===== config.mk =====
export PLATFORM = sky130hd
export DESIGN_NAME = arb_subsystem
export DESIGN_NICKNAME = d
export VERILOG_FILES = /design/src/design/arb_mode_pkg.sv /design/src/design/arb_job_pkg.sv /design/src/design/arb_req_sampler.sv /design/src/design/arb_job_fifo.sv /design/src/design/arb_grant_engine.sv /design/src/design/arb_subsystem.sv
export VERILOG_INCLUDE_DIRS = /design/src /design/src/design
export SDC_FILE = /design/constraint.sdc
export NUM_CORES = 1
export LEC_CHECK = 0
export ABC_AREA = 1
export ABC_CLOCK_PERIOD_IN_PS = 4070
export BUFFER_PORTS_ARGS = -buffer_cell sky130_fd_sc_hd__buf_2
export CAP_MARGIN = 20
export CORE_MARGIN = 5
export CORE_UTILIZATION = 45
export DETAILED_ROUTE_END_ITERATION = 16
export PLACE_DENSITY_LB_ADDON = 0.2
export SETUP_SLACK_MARGIN = 0.02
export SYNTH_ARGS = -nofsm -noshare
export SYNTH_HDL_FRONTEND = slang
export SYNTH_SLANG_ARGS = --single-unit

===== constraint.sdc =====
create_clock -name clk -period 4.07 [get_ports clk]
set_input_delay 0.814 -clock clk [delete_from_list [all_inputs] [get_ports clk]]
set_output_delay 0.814 -clock clk [all_outputs]
set_load 0.01 [all_outputs]

===== src/design/arb_consts.svh =====
// shared sizing constants for the arbitration pipeline, included by the RTL and the testbench
`ifndef ARB_CONSTS_SVH
`define ARB_CONSTS_SVH

// number of requesters seen by every job
`define ARB_WIDTH 4

// job entries buffered between sampler and engine
// keep this a power of two
`define ARB_FIFO_DEPTH 4

// reset value of the random-mode mask
// any non-zero value keeps the LFSR out of the all-zero lock
`define ARB_LFSR_SEED 1

`endif


===== src/design/arb_mode_pkg.sv =====
// arbitration mode encoding shared by the job type, the grant engine and the testbench
package arb_mode_pkg;

    // two-bit mode field carried with every job
    typedef enum logic [1:0] {
        // lowest set request index wins
        ARB_FIXED = 2'd0,
        // circular search from the rotating pointer
        ARB_RR    = 2'd1,
        // lowest set index of req and cfg
        ARB_PRIO  = 2'd2,
        // lowest set index of req and the LFSR mask
        ARB_RAND  = 2'd3
    } arb_mode_e;

endpackage


===== src/design/arb_job_pkg.sv =====
// job record passed from the request sampler through the FIFO into the grant engine
`include "arb_consts.svh"

package arb_job_pkg;

    // one arbitration job
    typedef struct packed {
        // requester bits, index 0 is highest priority in fixed mode
        logic [`ARB_WIDTH-1:0]   req;
        // how this job is resolved
        arb_mode_pkg::arb_mode_e mode;
        // enable mask for priority mode
        logic [`ARB_WIDTH-1:0]   cfg;
    } arb_job_t;

endpackage


===== src/design/arb_req_sampler.sv =====
// input stage that captures arbitration jobs on valid/ready and feeds them to the job FIFO
`timescale 1ns/1ps
`include "arb_consts.svh"

module arb_req_sampler (
    input  logic                    clk,
    input  logic                    rst_n,
    input  logic [`ARB_WIDTH-1:0]   req_i,
    input  arb_mode_pkg::arb_mode_e mode_i,
    input  logic [`ARB_WIDTH-1:0]   cfg_i,
    input  logic                    valid_i,
    input  logic                    full_i,
    output logic                    ready_o,
    output logic                    wr_en_o,
    output arb_job_pkg::arb_job_t   wr_data_o
);

    // job register and its occupied flag
    arb_job_pkg::arb_job_t job_q;
    logic                  have_q;
    logic                  accept;
    logic                  write_done;

    // a held job is refused only while the queue reports full
    assign ready_o    = !(have_q && full_i);
    assign accept     = valid_i && ready_o;
    assign write_done = have_q && !full_i;

    always_ff @(posedge clk or negedge rst_n) begin
        if (!rst_n) begin
            have_q <= 1'b0;
        end else if (accept) begin
            have_q <= 1'b1;
        end else if (write_done) begin
            have_q <= 1'b0;
        end
    end

    // payload register, loaded only on a handshake
    always_ff @(posedge clk) begin
        if (accept) begin
            job_q.req  <= req_i;
            job_q.mode <= mode_i;
            job_q.cfg  <= cfg_i;
        end
    end

    assign wr_en_o   = have_q;
    assign wr_data_o = job_q;

    // refused job must be presented unchanged until the queue takes it
    a_hold_stable: assert property (
        @(posedge clk) disable iff (!rst_n)
        (wr_en_o && full_i) |=> (wr_en_o && $stable(wr_data_o))
    ) else $error("sampler changed a held job while the queue was full");

endmodule


===== src/design/arb_job_fifo.sv =====
// synchronous FIFO with a type-parameter payload and first-word-fall-through head output
`timescale 1ns/1ps
`include "arb_consts.svh"

module arb_job_fifo #(
    parameter type payload_t = logic [7:0],
    parameter int  DEPTH     = `ARB_FIFO_DEPTH
) (
    input  logic     clk,
    input  logic     rst_n,
    input  logic     wr_en_i,
    input  payload_t wr_data_i,
    input  logic     rd_en_i,
    output payload_t rd_data_o,
    output logic     full_o,
    output logic     empty_o
);

    localparam int AW = $clog2(DEPTH);

    // storage, no reset on entries
    payload_t mem [DEPTH];

    // pointers carry one wrap bit above the index
    logic [AW:0] wr_ptr;
    logic [AW:0] rd_ptr;
    logic [AW:0] level;
    logic        wr_fire;
    logic        rd_fire;

    assign level   = wr_ptr - rd_ptr;
    assign full_o  = (wr_ptr[AW] != rd_ptr[AW]) && (wr_ptr[AW-1:0] == rd_ptr[AW-1:0]);
    assign empty_o = (wr_ptr == rd_ptr);

    // requests against full or empty are simply ignored
    assign wr_fire = wr_en_i && !full_o;
    assign rd_fire = rd_en_i && !empty_o;

    always_ff @(posedge clk or negedge rst_n) begin
        if (!rst_n) begin
            wr_ptr <= '0;
        end else if (wr_fire) begin
            wr_ptr <= wr_ptr + 1'b1;
        end
    end

    always_ff @(posedge clk or negedge rst_n) begin
        if (!rst_n) begin
            rd_ptr <= '0;
        end else if (rd_fire) begin
            rd_ptr <= rd_ptr + 1'b1;
        end
    end

    always_ff @(posedge clk) begin
        if (wr_fire) begin
            mem[wr_ptr[AW-1:0]] <= wr_data_i;
        end
    end

    // head entry visible before the pop
    assign rd_data_o = mem[rd_ptr[AW-1:0]];

    // occupancy never runs past the storage
    a_no_overflow: assert property (
        @(posedge clk) disable iff (!rst_n)
        level <= DEPTH
    ) else $error("FIFO occupancy above its depth");

    // consumer side must never pop an empty queue
    a_no_underflow: assert property (
        @(posedge clk) disable iff (!rst_n)
        rd_en_i |-> !empty_o
    ) else $error("FIFO read requested while empty");

    // a write into an empty queue shows up at the head next cycle
    a_fall_through: assert property (
        @(posedge clk) disable iff (!rst_n)
        (empty_o && wr_en_i) |=> !empty_o
    ) else $error("FIFO stayed empty after a write");

endmodule


===== src/design/arb_grant_engine.sv =====
// two-stage grant engine that resolves queued jobs into one-hot grants in four arbitration modes
`timescale 1ns/1ps
`include "arb_consts.svh"

module arb_grant_engine (
    input  logic                  clk,
    input  logic                  rst_n,
    input  arb_job_pkg::arb_job_t job_i,
    input  logic                  empty_i,
    input  logic                  ready_i,
    output logic                  rd_en_o,
    output logic [`ARB_WIDTH-1:0] grant_o,
    output logic                  valid_o
);

    localparam int W  = `ARB_WIDTH;
    localparam int PW = $clog2(W);

    // stage 1 job register
    arb_job_pkg::arb_job_t s1_job;
    logic                  s1_valid;

    // arbitration state, updated in job order
    logic [PW-1:0] ptr;
    logic [PW-1:0] ptr_next;
    logic [W-1:0]  lfsr;
    logic [W-1:0]  lfsr_next;

    // candidates from stage 1
    logic [W-1:0] fixed_grant;
    logic [W-1:0] rr_grant;
    logic [W-1:0] prio_grant;
    logic [W-1:0] rand_grant;
    logic [W-1:0] prio_req;
    logic [W-1:0] rand_req;
    logic [W-1:0] sel_grant;

    // request of the job in the output stage
    logic [W-1:0] out_req;

    logic out_ready;
    logic s1_advance;
    logic s1_free;

    // isolate lowest set bit, zero stays zero
    function automatic logic [W-1:0] lowest_set(input logic [W-1:0] vec);
        return vec & (~vec + 1'b1);
    endfunction

    // first set bit searched circularly from start
    function automatic logic [W-1:0] rr_pick(input logic [W-1:0] vec,
                                             input logic [PW-1:0] start);
        logic [W-1:0] result;
        int           idx;
        result = '0;
        for (int k = 0; k < W; k++) begin
            idx = (int'(start) + k) % W;
            if (result == '0 && vec[idx]) begin
                result[idx] = 1'b1;
            end
        end
        return result;
    endfunction

    // handshake between stages
    assign out_ready  = !valid_o || ready_i;
    assign s1_advance = s1_valid && out_ready;
    assign s1_free    = !s1_valid || out_ready;
    assign rd_en_o    = !empty_i && s1_free;

    always_ff @(posedge clk or negedge rst_n) begin
        if (!rst_n) begin
            s1_valid <= 1'b0;
        end else if (rd_en_o) begin
            s1_valid <= 1'b1;
        end else if (s1_advance) begin
            s1_valid <= 1'b0;
        end
    end

    always_ff @(posedge clk) begin
        if (rd_en_o) begin
            s1_job <= job_i;
        end
    end

    assign prio_req    = s1_job.req & s1_job.cfg;
    assign rand_req    = s1_job.req & lfsr;
    assign fixed_grant = lowest_set(s1_job.req);
    assign rr_grant    = rr_pick(s1_job.req, ptr);
    assign prio_grant  = lowest_set(prio_req);
    // fall back to plain lowest request when the mask hides all of them
    assign rand_grant  = (rand_req != '0) ? lowest_set(rand_req) : lowest_set(s1_job.req);

    always_comb begin
        case (s1_job.mode)
            arb_mode_pkg::ARB_FIXED: sel_grant = fixed_grant;
            arb_mode_pkg::ARB_RR:    sel_grant = rr_grant;
            arb_mode_pkg::ARB_PRIO:  sel_grant = prio_grant;
            default:                 sel_grant = rand_grant;
        endcase
    end

    // pointer moves past the round-robin winner
    always_comb begin
        ptr_next = ptr;
        for (int i = 0; i < W; i++) begin
            if (rr_grant[i]) begin
                ptr_next = PW'((i + 1) % W);
            end
        end
    end

    assign lfsr_next = {lfsr[W-2:0], lfsr[W-1] ^ lfsr[W/2]};

    always_ff @(posedge clk or negedge rst_n) begin
        if (!rst_n) begin
            ptr  <= '0;
            lfsr <= W'(`ARB_LFSR_SEED);
        end else if (s1_advance) begin
            if (s1_job.mode == arb_mode_pkg::ARB_RR && rr_grant != '0) begin
                ptr <= ptr_next;
            end
            if (s1_job.mode == arb_mode_pkg::ARB_RAND) begin
                lfsr <= lfsr_next;
            end
        end
    end

    // output stage
    always_ff @(posedge clk or negedge rst_n) begin
        if (!rst_n) begin
            valid_o <= 1'b0;
            grant_o <= '0;
        end else if (out_ready) begin
            valid_o <= s1_valid;
            if (s1_valid) begin
                grant_o <= sel_grant;
            end
        end
    end

    always_ff @(posedge clk) begin
        if (s1_advance) begin
            out_req <= s1_job.req;
        end
    end

    a_grant_onehot: assert property (
        @(posedge clk) disable iff (!rst_n)
        valid_o |-> $onehot0(grant_o)
    ) else $error("grant_o not one-hot: %h", grant_o);

    a_grant_subset: assert property (
        @(posedge clk) disable iff (!rst_n)
        valid_o |-> ((grant_o & ~out_req) == '0)
    ) else $error("grant_o %h outside request %h", grant_o, out_req);

    // stalled grant holds until taken
    a_grant_stall: assert property (
        @(posedge clk) disable iff (!rst_n)
        (valid_o && !ready_i) |=> (valid_o && $stable(grant_o))
    ) else $error("grant_o changed while stalled");

endmodule


===== src/design/arb_subsystem.sv =====
// top level of the arbitration pipeline: sampler, job FIFO and grant engine in series
`timescale 1ns/1ps
`include "arb_consts.svh"

module arb_subsystem (
    input  logic                    clk,
    input  logic                    rst_n,
    input  logic [`ARB_WIDTH-1:0]   req_i,
    input  arb_mode_pkg::arb_mode_e mode_i,
    input  logic [`ARB_WIDTH-1:0]   cfg_i,
    input  logic                    valid_i,
    input  logic                    ready_i,
    output logic                    ready_o,
    output logic [`ARB_WIDTH-1:0]   grant_o,
    output logic                    valid_o
);

    // sampler to queue
    logic                  wr_en;
    arb_job_pkg::arb_job_t wr_data;
    logic                  full;

    // queue to engine
    arb_job_pkg::arb_job_t rd_data;
    logic                  empty;
    logic                  rd_en;

    arb_req_sampler u_sampler (
        .clk       (clk),
        .rst_n     (rst_n),
        .req_i     (req_i),
        .mode_i    (mode_i),
        .cfg_i     (cfg_i),
        .valid_i   (valid_i),
        .full_i    (full),
        .ready_o   (ready_o),
        .wr_en_o   (wr_en),
        .wr_data_o (wr_data)
    );

    arb_job_fifo #(
        .payload_t (arb_job_pkg::arb_job_t),
        .DEPTH     (`ARB_FIFO_DEPTH)
    ) u_fifo (
        .clk       (clk),
        .rst_n     (rst_n),
        .wr_en_i   (wr_en),
        .wr_data_i (wr_data),
        .rd_en_i   (rd_en),
        .rd_data_o (rd_data),
        .full_o    (full),
        .empty_o   (empty)
    );

    arb_grant_engine u_engine (
        .clk     (clk),
        .rst_n   (rst_n),
        .job_i   (rd_data),
        .empty_i (empty),
        .ready_i (ready_i),
        .rd_en_o (rd_en),
        .grant_o (grant_o),
        .valid_o (valid_o)
    );

endmodule


# After elaboration in Yosys (flattened, before gate mapping)
# Memory sizes are Yosys's and may differ from the RTL's. A register that Yosys moved wholly into a read port is not among the register bits.
# Cells that the tools add are included.
# W data, S select, Z words.
# word_totals
ff_bits	29
mem_bits_rw	40
inputBits	14
out_inout_bits	6
word_cells	120
memories	1
# op_classes
n_addsub	8
n_lt_le_gt_ge	8
n_eq_ne	6
muxes	35
n_bitwise	15
n_reduce_logical	36
# mem_list
name	words	word_bits	rd	rd_clocked_by_memory_dff	wr	line_no	rtl
u_fifo.mem	4	10	1	1	1	arb_job_fifo.sv:22	payload_t mem [DEPTH];
# op_table
op	count
$and A4 B4 Y4	5
$mux W4	5
$mux W1	17
$logic_and A1 B1 Y1	15
$add A4 B1 Y4 const B	3
$logic_not A4 Y1	3
$lt A3 B4 Y1 const B	3
$not A4 Y4	3
$or A4 B4 Y4	3
$pmux W4 S3	1
$ge A3 B1 Y1 const B	3
$bmux W1 S2	4
$demux W1 S2	4
$mux W2	4
$reduce_bool A4 Y1	2
$add A3 B1 Y3 const B	2
$reduce_or A2 Y1	3
$logic_not A1 Y1	5
$add A2 B2 Y2 const B	2
$eq A2 B2 Y1 const B	2
$reduce_and A2 Y1	2
$reduce_bool A2 Y1	2
$and A1 B1 Y1 const A	3
$eq A3 B3 Y1	1
10 further kinds	11

# Longest topological paths before layout
# Gate-level depths: netlist of run 1.
# logic_depth
word_depth	19
ltp_mapped	21
depth_no_buf	21

# Cells and area by module
# Synthesis of run 1 repeated with hierarchy kept, for this count alone.
# hier_totals
cells_unflattened	375
hier_area_um2	3779.9
# modules_own_cells
mod	n_inst	cells_per_inst	area_each_um2	seq_area_each_um2
arb_job_fifo	1	158	1890.6	1351.3
arb_grant_engine	1	202	1547.7	601.8
arb_req_sampler	1	15	341.6	325.3

# Worst setup path after synthesis of run 1
# No wires, ideal clock.
# synth_path
path_kind	flip-flop to flip-flop
from	reg u_engine.ptr[0]
to	reg u_engine.ptr[0]
setup_ps	117
arrival_time_ps	2170
required_ps	3953
setup_slack_ps	1783
path_stages_with_launch	21
n_path_buf	0
synth_period_minus_slack_ps	2287
cell_sequence	dfrtp_1 inv_2 ha_1 inv_1 nand3_1 nand2_1 clkinv_1 nand2_2 inv_2 nand3_1 nand2_2 nor2_2 nand3_1 nand2_2 nor2_2 nand3_1 nand2_2 nor2_2 nand2_2 nand3_1 nand2_1
# synth_between
elab_chain_cells	18
elab_cells_between_ends	59
classes_between	3 x add/sub; 8 x order compare; 26 x mux; 6 x bitwise; 16 x reduce/logical
# synth_rtl
item	line_no	rtl
from (decl)	arb_grant_engine.sv:24	logic [PW-1:0] ptr;
from (signal assigned)	arb_grant_engine.sv:122	ptr <= ptr_next;
$add A2 B1 Y2	arb_grant_engine.sv:57	idx = (int'(start) + k) % W;
$reduce_or A2 Y1 (no line)	-	
$and A1 B1 Y1 (no line)	-	
$lt A3 B4 Y1 (implied by the code) / $ge A3 B1 Y1 (equally long branches)	arb_grant_engine.sv:59	result[idx] = 1'b1;
$logic_and A1 B1 Y1 (implied by the code)	arb_grant_engine.sv:59	
$mux W1 (implied by the code)	arb_grant_engine.sv:59	
$demux W1 S2	-	
$or A4 B4 Y4 (no line)	-	
[... 2 more ...]	-	
$logic_and A1 B1 Y1	arb_grant_engine.sv:58	if (result == '0 && vec[idx]) begin
$mux W4	arb_grant_engine.sv:58	
$logic_not A4 Y1	arb_grant_engine.sv:58	
$logic_and A1 B1 Y1	arb_grant_engine.sv:58	
$mux W4 (*)	arb_grant_engine.sv:58	
$reduce_bool A4 Y1 / $mux W2 (equally long branches)	arb_grant_engine.sv:121, arb_grant_engine.sv:108	
$logic_and A1 B1 Y1 / $mux W2 (equally long branches)	arb_grant_engine.sv:121, arb_grant_engine.sv:108	
$reduce_and A3 Y1 (no line) / $mux W2 (equally long branches)	-	
# Mark *: on every way between the ends. The rest lies on a longest branch, timed or not. The select of a mux whose other input is x is not followed.
# A chain may end at the register's enable or synchronous reset.

# Final worst setup path of run 1
# Ends and elaborated chain as after synthesis.

==> flow_summary_export.csv, run 1 <==
group,metric,value,unit
clocking,cts_sinks,79,
clocking,clk_latency,0.34,ns
clocking,hold_buffers,0,
synthesis,async_flop_share,24.1,%
die,fp.dieW,100,um
die,core,0.00809,mm2
synthesis,synth_cells,349,
worst_setup_path,path_class,"reg2reg",
worst_setup_path,critPathMaxFanout,10,
route,routedWlPerCell,13.4,um
power_and_ir_drop,combPwrFrac,45.0,%
power_and_ir_drop,p_per_area,879,mW/mm2
sta,worst_pin_slew,1.01,ns
route,first_pass_iters,6,
clocking,post_cts_buffers,0,
route,viasPerCell,4.96,
sta,final-hold-violation-count,0,
global_routing,antenna_found_initial,0,
synthesis,synth-edff-count,60,
status,status,"finished, final reports clean",
place,port_buffers,19,
clocking,numCtsBuffers,9,
layout,final_area,0.00408,mm2
die,io_pins,20,
power_and_ir_drop,pwr-share-seq,40.4,%
power_and_ir_drop,leakagePower,0.00170,uW
power_and_ir_drop,sw_frac_of_total,43.7,%
clocking,cts-root-buf,"clkbuf_8",
route,wirelength,6480,um
worst_setup_path,critPathRequiredTime,4.35,ns
sta,final_max_slew_viol_count,0,
global_routing,overflow,0,
clocking,cts_tree,"done",
layout,fin_nets,401,
power_and_ir_drop,ir_drop,285,uV
power_and_ir_drop,power.internal,2020,uW
sta,min_period,2.63,ns
clocking,cts-resized-gates,0,
die,dieArea,0.0101,mm2
worst_setup_path,start_kind,"register",
route,drc,0,
place,gp_congestion,0.846,
synthesis,synth_area,0.00368,mm2
worst_setup_path,end_kind,"register",
clocking,cts_buffer_depth,2,
die,floorplan.initialDensity,45.5,%
sta,tns,0,ns
synthesis,yosysWarningCount,0,
sta,relSlewSlack,32.1,%
layout,area.growth.synth_to_final,10.6,%
synthesis,avgSynthCellArea,10.6,um2
layout,drive_above_1_share,18.7,%
sta,clock_skew,0.0105,ns
sta,rsz0062_at_grt,"no",
power_and_ir_drop,power_frac_clock,14.6,%
sta,fmax,381,MHz
global_routing,grt_max_degree,24,
flow_run,max_cap_violations,0,
clocking,htreeDepth,3,
hold_path,hp-class,"in2async",
route,first_iter_violations,99,
layout,diodes,0,
power_and_ir_drop,power_switching,1570,uW
synthesis,ys_ff_latch,79,
synthesis,synth_nets,376,
place,dp_hpwl,4530,um
place,placed_cell_area,0.00390,mm2
die,num_rows,33,
synthesis,seq_area_frac_synth,61.8,%
route,ant_nets,0,
sta,setup_viol,0,
global_routing,grt_pass1_wl,11300,um
worst_setup_path,cp.arrival,2.90,ns
die,die_height,100,um
worst_setup_path,r2r_start,"u_engine.ptr[0]",
layout,instances_no_fill,484,
sta,timing.hold.ws,0.399,ns
worst_setup_path,crit_start,"u_engine.ptr[0]",
route,vias,2400,
place,place_inst,468,
sta,fin_crit_sh,64.5,%
clocking,cts.clk_slew.worst_paths,0.09,ns
global_routing,grt_usage,14.2,%
synthesis,synth_flop_cell,"edfxtp_1",
global_routing,grt_pass1_vias,2382,
synthesis,synth_cell_types,30,
[cell families (layout without fill, tap and decap cells)]
group | after synthesis | count (layout) | share of synthesized area, %
xor gates and xnor gates | 8 | 8 | 1.90
and+or+nand+nor | 149 | 149 | 18.8
buffers and inverters | 47 | 77 | 4.89
adders and majority gates | 13 | 13 | 4.41
AOI/OAI and AO/OA | 53 | 53 | 8.12
DFF | 79 | 79 | 61.8
[area by class of cell]
class                   instances  area (um2)
multi-input cells             223        1230
fillers                       748        4020
inverters                      40         150
flip-flops and latches         79        2280
repair buffers                 21         110
clock inverters                 7        55.1
clock buffers                   9         124
well taps                     105         131
[path summary, 6_finish.rpt]
kind / end / slack, ns / cells past startpoint
max reg2reg: u_engine.ptr[0] / 1.44 / 21
max: u_engine.ptr[0] / 1.44 / 21
min reg2reg: u_engine.grant_o[2] / 0.48 / 2
max in group asynchronous: u_engine.lfsr[0] / 3.34 / 1
min in group clk: u_engine.grant_o[2] / 0.48 / 2
min: u_sampler.wr_en_o / 0.40 / 1
[cells in the mapped netlist (4+ instances only)]
library cell | number | area (um2)
nor2_1 | 33 | 124
nand3_1 | 23 | 115
a21oi_1 | 4 | 20.0
xor2_1 | 5 | 43.8
nor2_2 | 5 | 31.3
ha_1 | 13 | 163
nand2_1 | 58 | 218
nand4_1 | 4 | 25.0
nand2_2 | 17 | 106
a31oi_1 | 5 | 31.3
clkbuf_1 | 6 | 22.5
o22ai_1 | 10 | 62.6
nand3_2 | 4 | 40.0
edfxtp_1 | 60 | 1800
o21ai_0 | 30 | 150
inv_1 | 36 | 135
dfrtp_1 | 18 | 450
[cell usage in the layout, fill, tap and decap left out, drive strengths merged]
master / netlist / routed
clkinv: 1 / 4
clkbuf: 6 / 9
clkinvlp: 0 / 1
o31ai: 1 / 1
dfstp: 1 / 1
a21oi: 4 / 4
xor2: 5 / 5
ha: 13 / 13
xnor2: 3 / 3
o22ai: 10 / 10
or2: 1 / 1
nand3: 27 / 27
nand4: 4 / 4
a311oi: 1 / 1
o21ai: 32 / 32
buf: 1 / 21
dfrtp: 18 / 18
nor3: 2 / 2
inv: 39 / 42
edfxtp: 60 / 60
nand3b: 1 / 1
nand2: 75 / 75
a31oi: 5 / 5
nor2: 39 / 39
[power groups by stage]
stage | clock network [uW] | registers (uW) | logic (uW)
final | 522 | 1450 | 1610
after global routing | 577 | 1480 | 1850
after CTS | 542 | 1450 | 1630
after detailed placement | 0 | 1460 | 1620
after global placement | 0 | 1460 | 1610
after floorplan | 0 | 1400 | 1300
[flip-flops by register name (all words and copies together), names as in the netlist]
name                 flops
u_fifo.wr_ptr            3
u_fifo.mem              40
u_sampler.wr_data_o     10
u_engine.valid_o         1
u_engine.ptr             2
u_engine.lfsr            4
u_engine.grant_o         4
u_sampler.wr_en_o        1
u_engine.s1_job         10
u_engine.s1_valid        1
u_fifo.rd_ptr            3
[worst max-delay path, stage by stage, from the launching register on]
cell	delay, ns
dfrtp_1	0.57
inv_2	0.17
ha_1	0.34
inv_1	0.09
nand3_1	0.08
nand2_1	0.07
clkinv_1	0.07
nand2_2	0.07
inv_2	0.05
nand3_1	0.07
nand2_2	0.07
nor2_2	0.14
nand3_1	0.10
nand2_2	0.11
nor2_4	0.06
nand3_1	0.09
nand2_2	0.08
nor2_2	0.12
nand2_2	0.06
nand2_2	0.07
nand2_1	0.05
nand2_1	0.06
[per-stage QoR]
step | util [%] | power (uW) | setup slack (ns)
2_1_floorplan | - | 2700 | 1.78
3_3_place_gp | 48.1 | 3060 | 1.47
3_5_place_dp | 48.1 | 3090 | 1.45
4_1_cts | 50.4 | 3620 | 1.42
5_1_grt | 50.4 | 3910 | 1.11
6_report | 50.4 | 3580 | 1.44
[metal layers]
| metal | global-route usage [%] | up-vias | share of wire [%] |
|---|---|---|---|
| li1 | - | 1235 | - |
| met4 | 4.97 | 0 | 0.65 |
| met5 | 0 | - | 0 |
| met2 | 23.2 | 41 | 49 |
| met3 | 3.53 | 2 | 3.2 |
| met1 | 18.3 | 1122 | 47 |
Note: power is estimated with default switching activity, not from simulation.
==> run 2: changes to the inputs <==
Settings changed: ABC_CLOCK_PERIOD_IN_PS 4070 to 2250.
Clock period 4.07 ns to 2.25 ns, I/O delays scaled along.
==> run 2 against run 1 <==
Net effect:
- clock skew rose by 0.0015 ns
- worst setup slack lost 1.5 ns
- the flow now finishes with violations (negative setup slack)
- die area unchanged
- critical path depth down 5
- fmax up 13%
- sequential share of layout area fell by 4.3 points
- routed wire length rose by 7.2%
- highest routed layer unchanged
- register-to-register slack worse by 1.5 ns
==> flow_summary_export.csv, run 2 (same netlist as run 1, synthesis figures left out) <==
group,metric,value,unit
worst_setup_path,path_class,"reg2reg",
worst_setup_path,critPathRequiredTime,2.49,ns
sta,fmax,431,MHz
die,fp.dieW,100,um
route,viasPerCell,5.02,
clocking,cts_tree,"done",
sta,setup_viol,4,
route,first_pass_iters,4,
global_routing,grt_pass1_wl,11300,um
layout,layout_common_cells,"60 x edfxtp_1, 57 x nand2_1, 33 x inv_1, 33 x nor2_1, 30 x o21ai_0",
die,dieArea,0.0101,mm2
die,num_rows,33,
layout,fin_nets,422,
sta,rsz0062_at_grt,"yes",
die,core,0.00809,mm2
layout,area.growth.synth_to_final,19.9,%
global_routing,grt_pass1_vias,2450,
global_routing,grt_usage,14.5,%
worst_setup_path,cp_slowest_cell,"dfrtp_1",
worst_setup_path,end_kind,"register",
clocking,cts.clk_slew.worst_paths,0.09,ns
sta,worst_pin_slew,0.613,ns
clocking,cts_buffer_depth,2,
worst_setup_path,start_kind,"register",
place,placed_cell_area,0.00405,mm2
layout,largest_reg_flops,40,
worst_setup_path,worst_path_most_repeated_cell,"nand3_2",
clocking,hold_buffers,0,
sta,final-hold-violation-count,0,
global_routing,overflow,0,
route,drc,0,
die,io_pins,20,
global_routing,grt_max_degree,23,
flow_run,max_cap_violations,0,
sta,final_max_slew_viol_count,0,
worst_setup_path,crit_chain,"inv_2 -> ha_2 -> o31ai_4 -> nand3_2 -> nand2_4 -> nor2_1 -> nand3_2 -> nand3_2 -> nor2_4 -> nand3_2 -> nand2_4 -> nor2_4 -> nand2_2 -> nand2_2 -> nand2_1 -> nand2_1",
route,vias,2537,
die,die_height,100,um
clocking,cts-root-buf,"clkbuf_8",
layout,drive_above_1_share,28.2,%
place,gp_congestion,0.882,
place,port_buffers,19,
worst_setup_path,reg2reg_slack,-0.07,ns
sta,relSlewSlack,59.1,%
sta,clock_skew,0.0120,ns
sta,setup_ws,-0.0682,ns
clocking,htreeDepth,3,
clocking,cts_sinks,79,
layout,final_area,0.00442,mm2
route,wirelength,6940,um
sta,fin_crit_sh,103,%
layout,diodes,0,
status,violations,"negative setup slack",
route,first_iter_violations,109,
layout,mostFrequentLayoutCell,"edfxtp_1",
hold_path,hp-class,"in2async",
worst_setup_path,critPathMaxFanout,5,
worst_setup_path,crit_path_max_incr_delay,0.43,ns
worst_setup_path,cp.arrival,2.56,ns
sta,min_period,2.32,ns
clocking,numCtsBuffers,9,
place,dp_hpwl,4850,um
route,routedWlPerCell,13.7,um
status,status,"complete, but fails checks",
die,floorplan.initialDensity,45.5,%
worst_setup_path,reg2reg_depth,16,
clocking,clk_latency,0.36,ns
route,ant_nets,0,
global_routing,antenna_found_initial,0,
-- run 2: cell count changes in the layout (fill, tap and decap cells not counted), sizes merged --
cell    change
buf        +21
clkinv      -3
inv         +3
-- run 2: what timing repair did --
action	in CTS	in global routing
setup buffers	1	2
gates resized for setup	7	26
pin swaps	3	9
endpoints found under the setup margin	5	6
-- run 2: worst paths after layout --
kind,endpoint,from
worst min-delay path,u_engine.valid_o,rst_n
worst max-delay path,u_engine.ptr[1],u_engine.ptr[1]
worst min register to register,u_engine.grant_o[2],u_engine.grant_o[2]
min in group clk,u_sampler.wr_data_o[7],req_i[1]
max in group asynchronous,u_engine.lfsr[0],rst_n
worst max register to register,u_engine.ptr[1],u_engine.ptr[1]
-- run 2: per-stage QoR --
step	instances	hold WS, ns	setup slack, ns	util [%]	setup TNS, ns
global route	505	0.0363	-0.241	54.6	-0.971
floorplan	349	0.154	0.0382	-	0
global placement	486	0.420	-0.0455	50.0	-0.0809
CTS	503	0.0168	-0.0145	53.0	-0.0275
finish	505	0.0246	-0.0682	54.6	-0.208
detailed placement	486	0.422	-0.0743	50.0	-0.126
-- run 2: critical path, delay by kind of cell (launching register included) --
kind                       cells  cell delay, ns
DFF                            1            0.43
buffers and inverters          1            0.09
adders and majority gates      1            0.20
AOI/OAI and AO/OA              1            0.40
and+or+nand+nor               13            1.09
-- run 2: final cells by class --
class	count	area, um2
repair buffers	42	280
multi-input cells	223	1370
well taps	105	131
clock buffers	9	124
clock inverters	7	72.6
inverters	40	155
flip-flops and latches	79	2280
fillers	731	3680
-- run 2: per-layer routing --
metal  global-route usage [%]  routed length [um]  vias to the layer above
met3                     3.81                 272                       11
met2                     24.7                3500                       36
met1                     18.0                3100                     1209
li1                         -                   -                     1281
met5                        0                   0                        -
met4                     4.87                  70                        0
Power of run 2 is left out: the tool's default activity adds up to more than one toggle a clock period on the data nets, which glitch-free logic cannot reach.
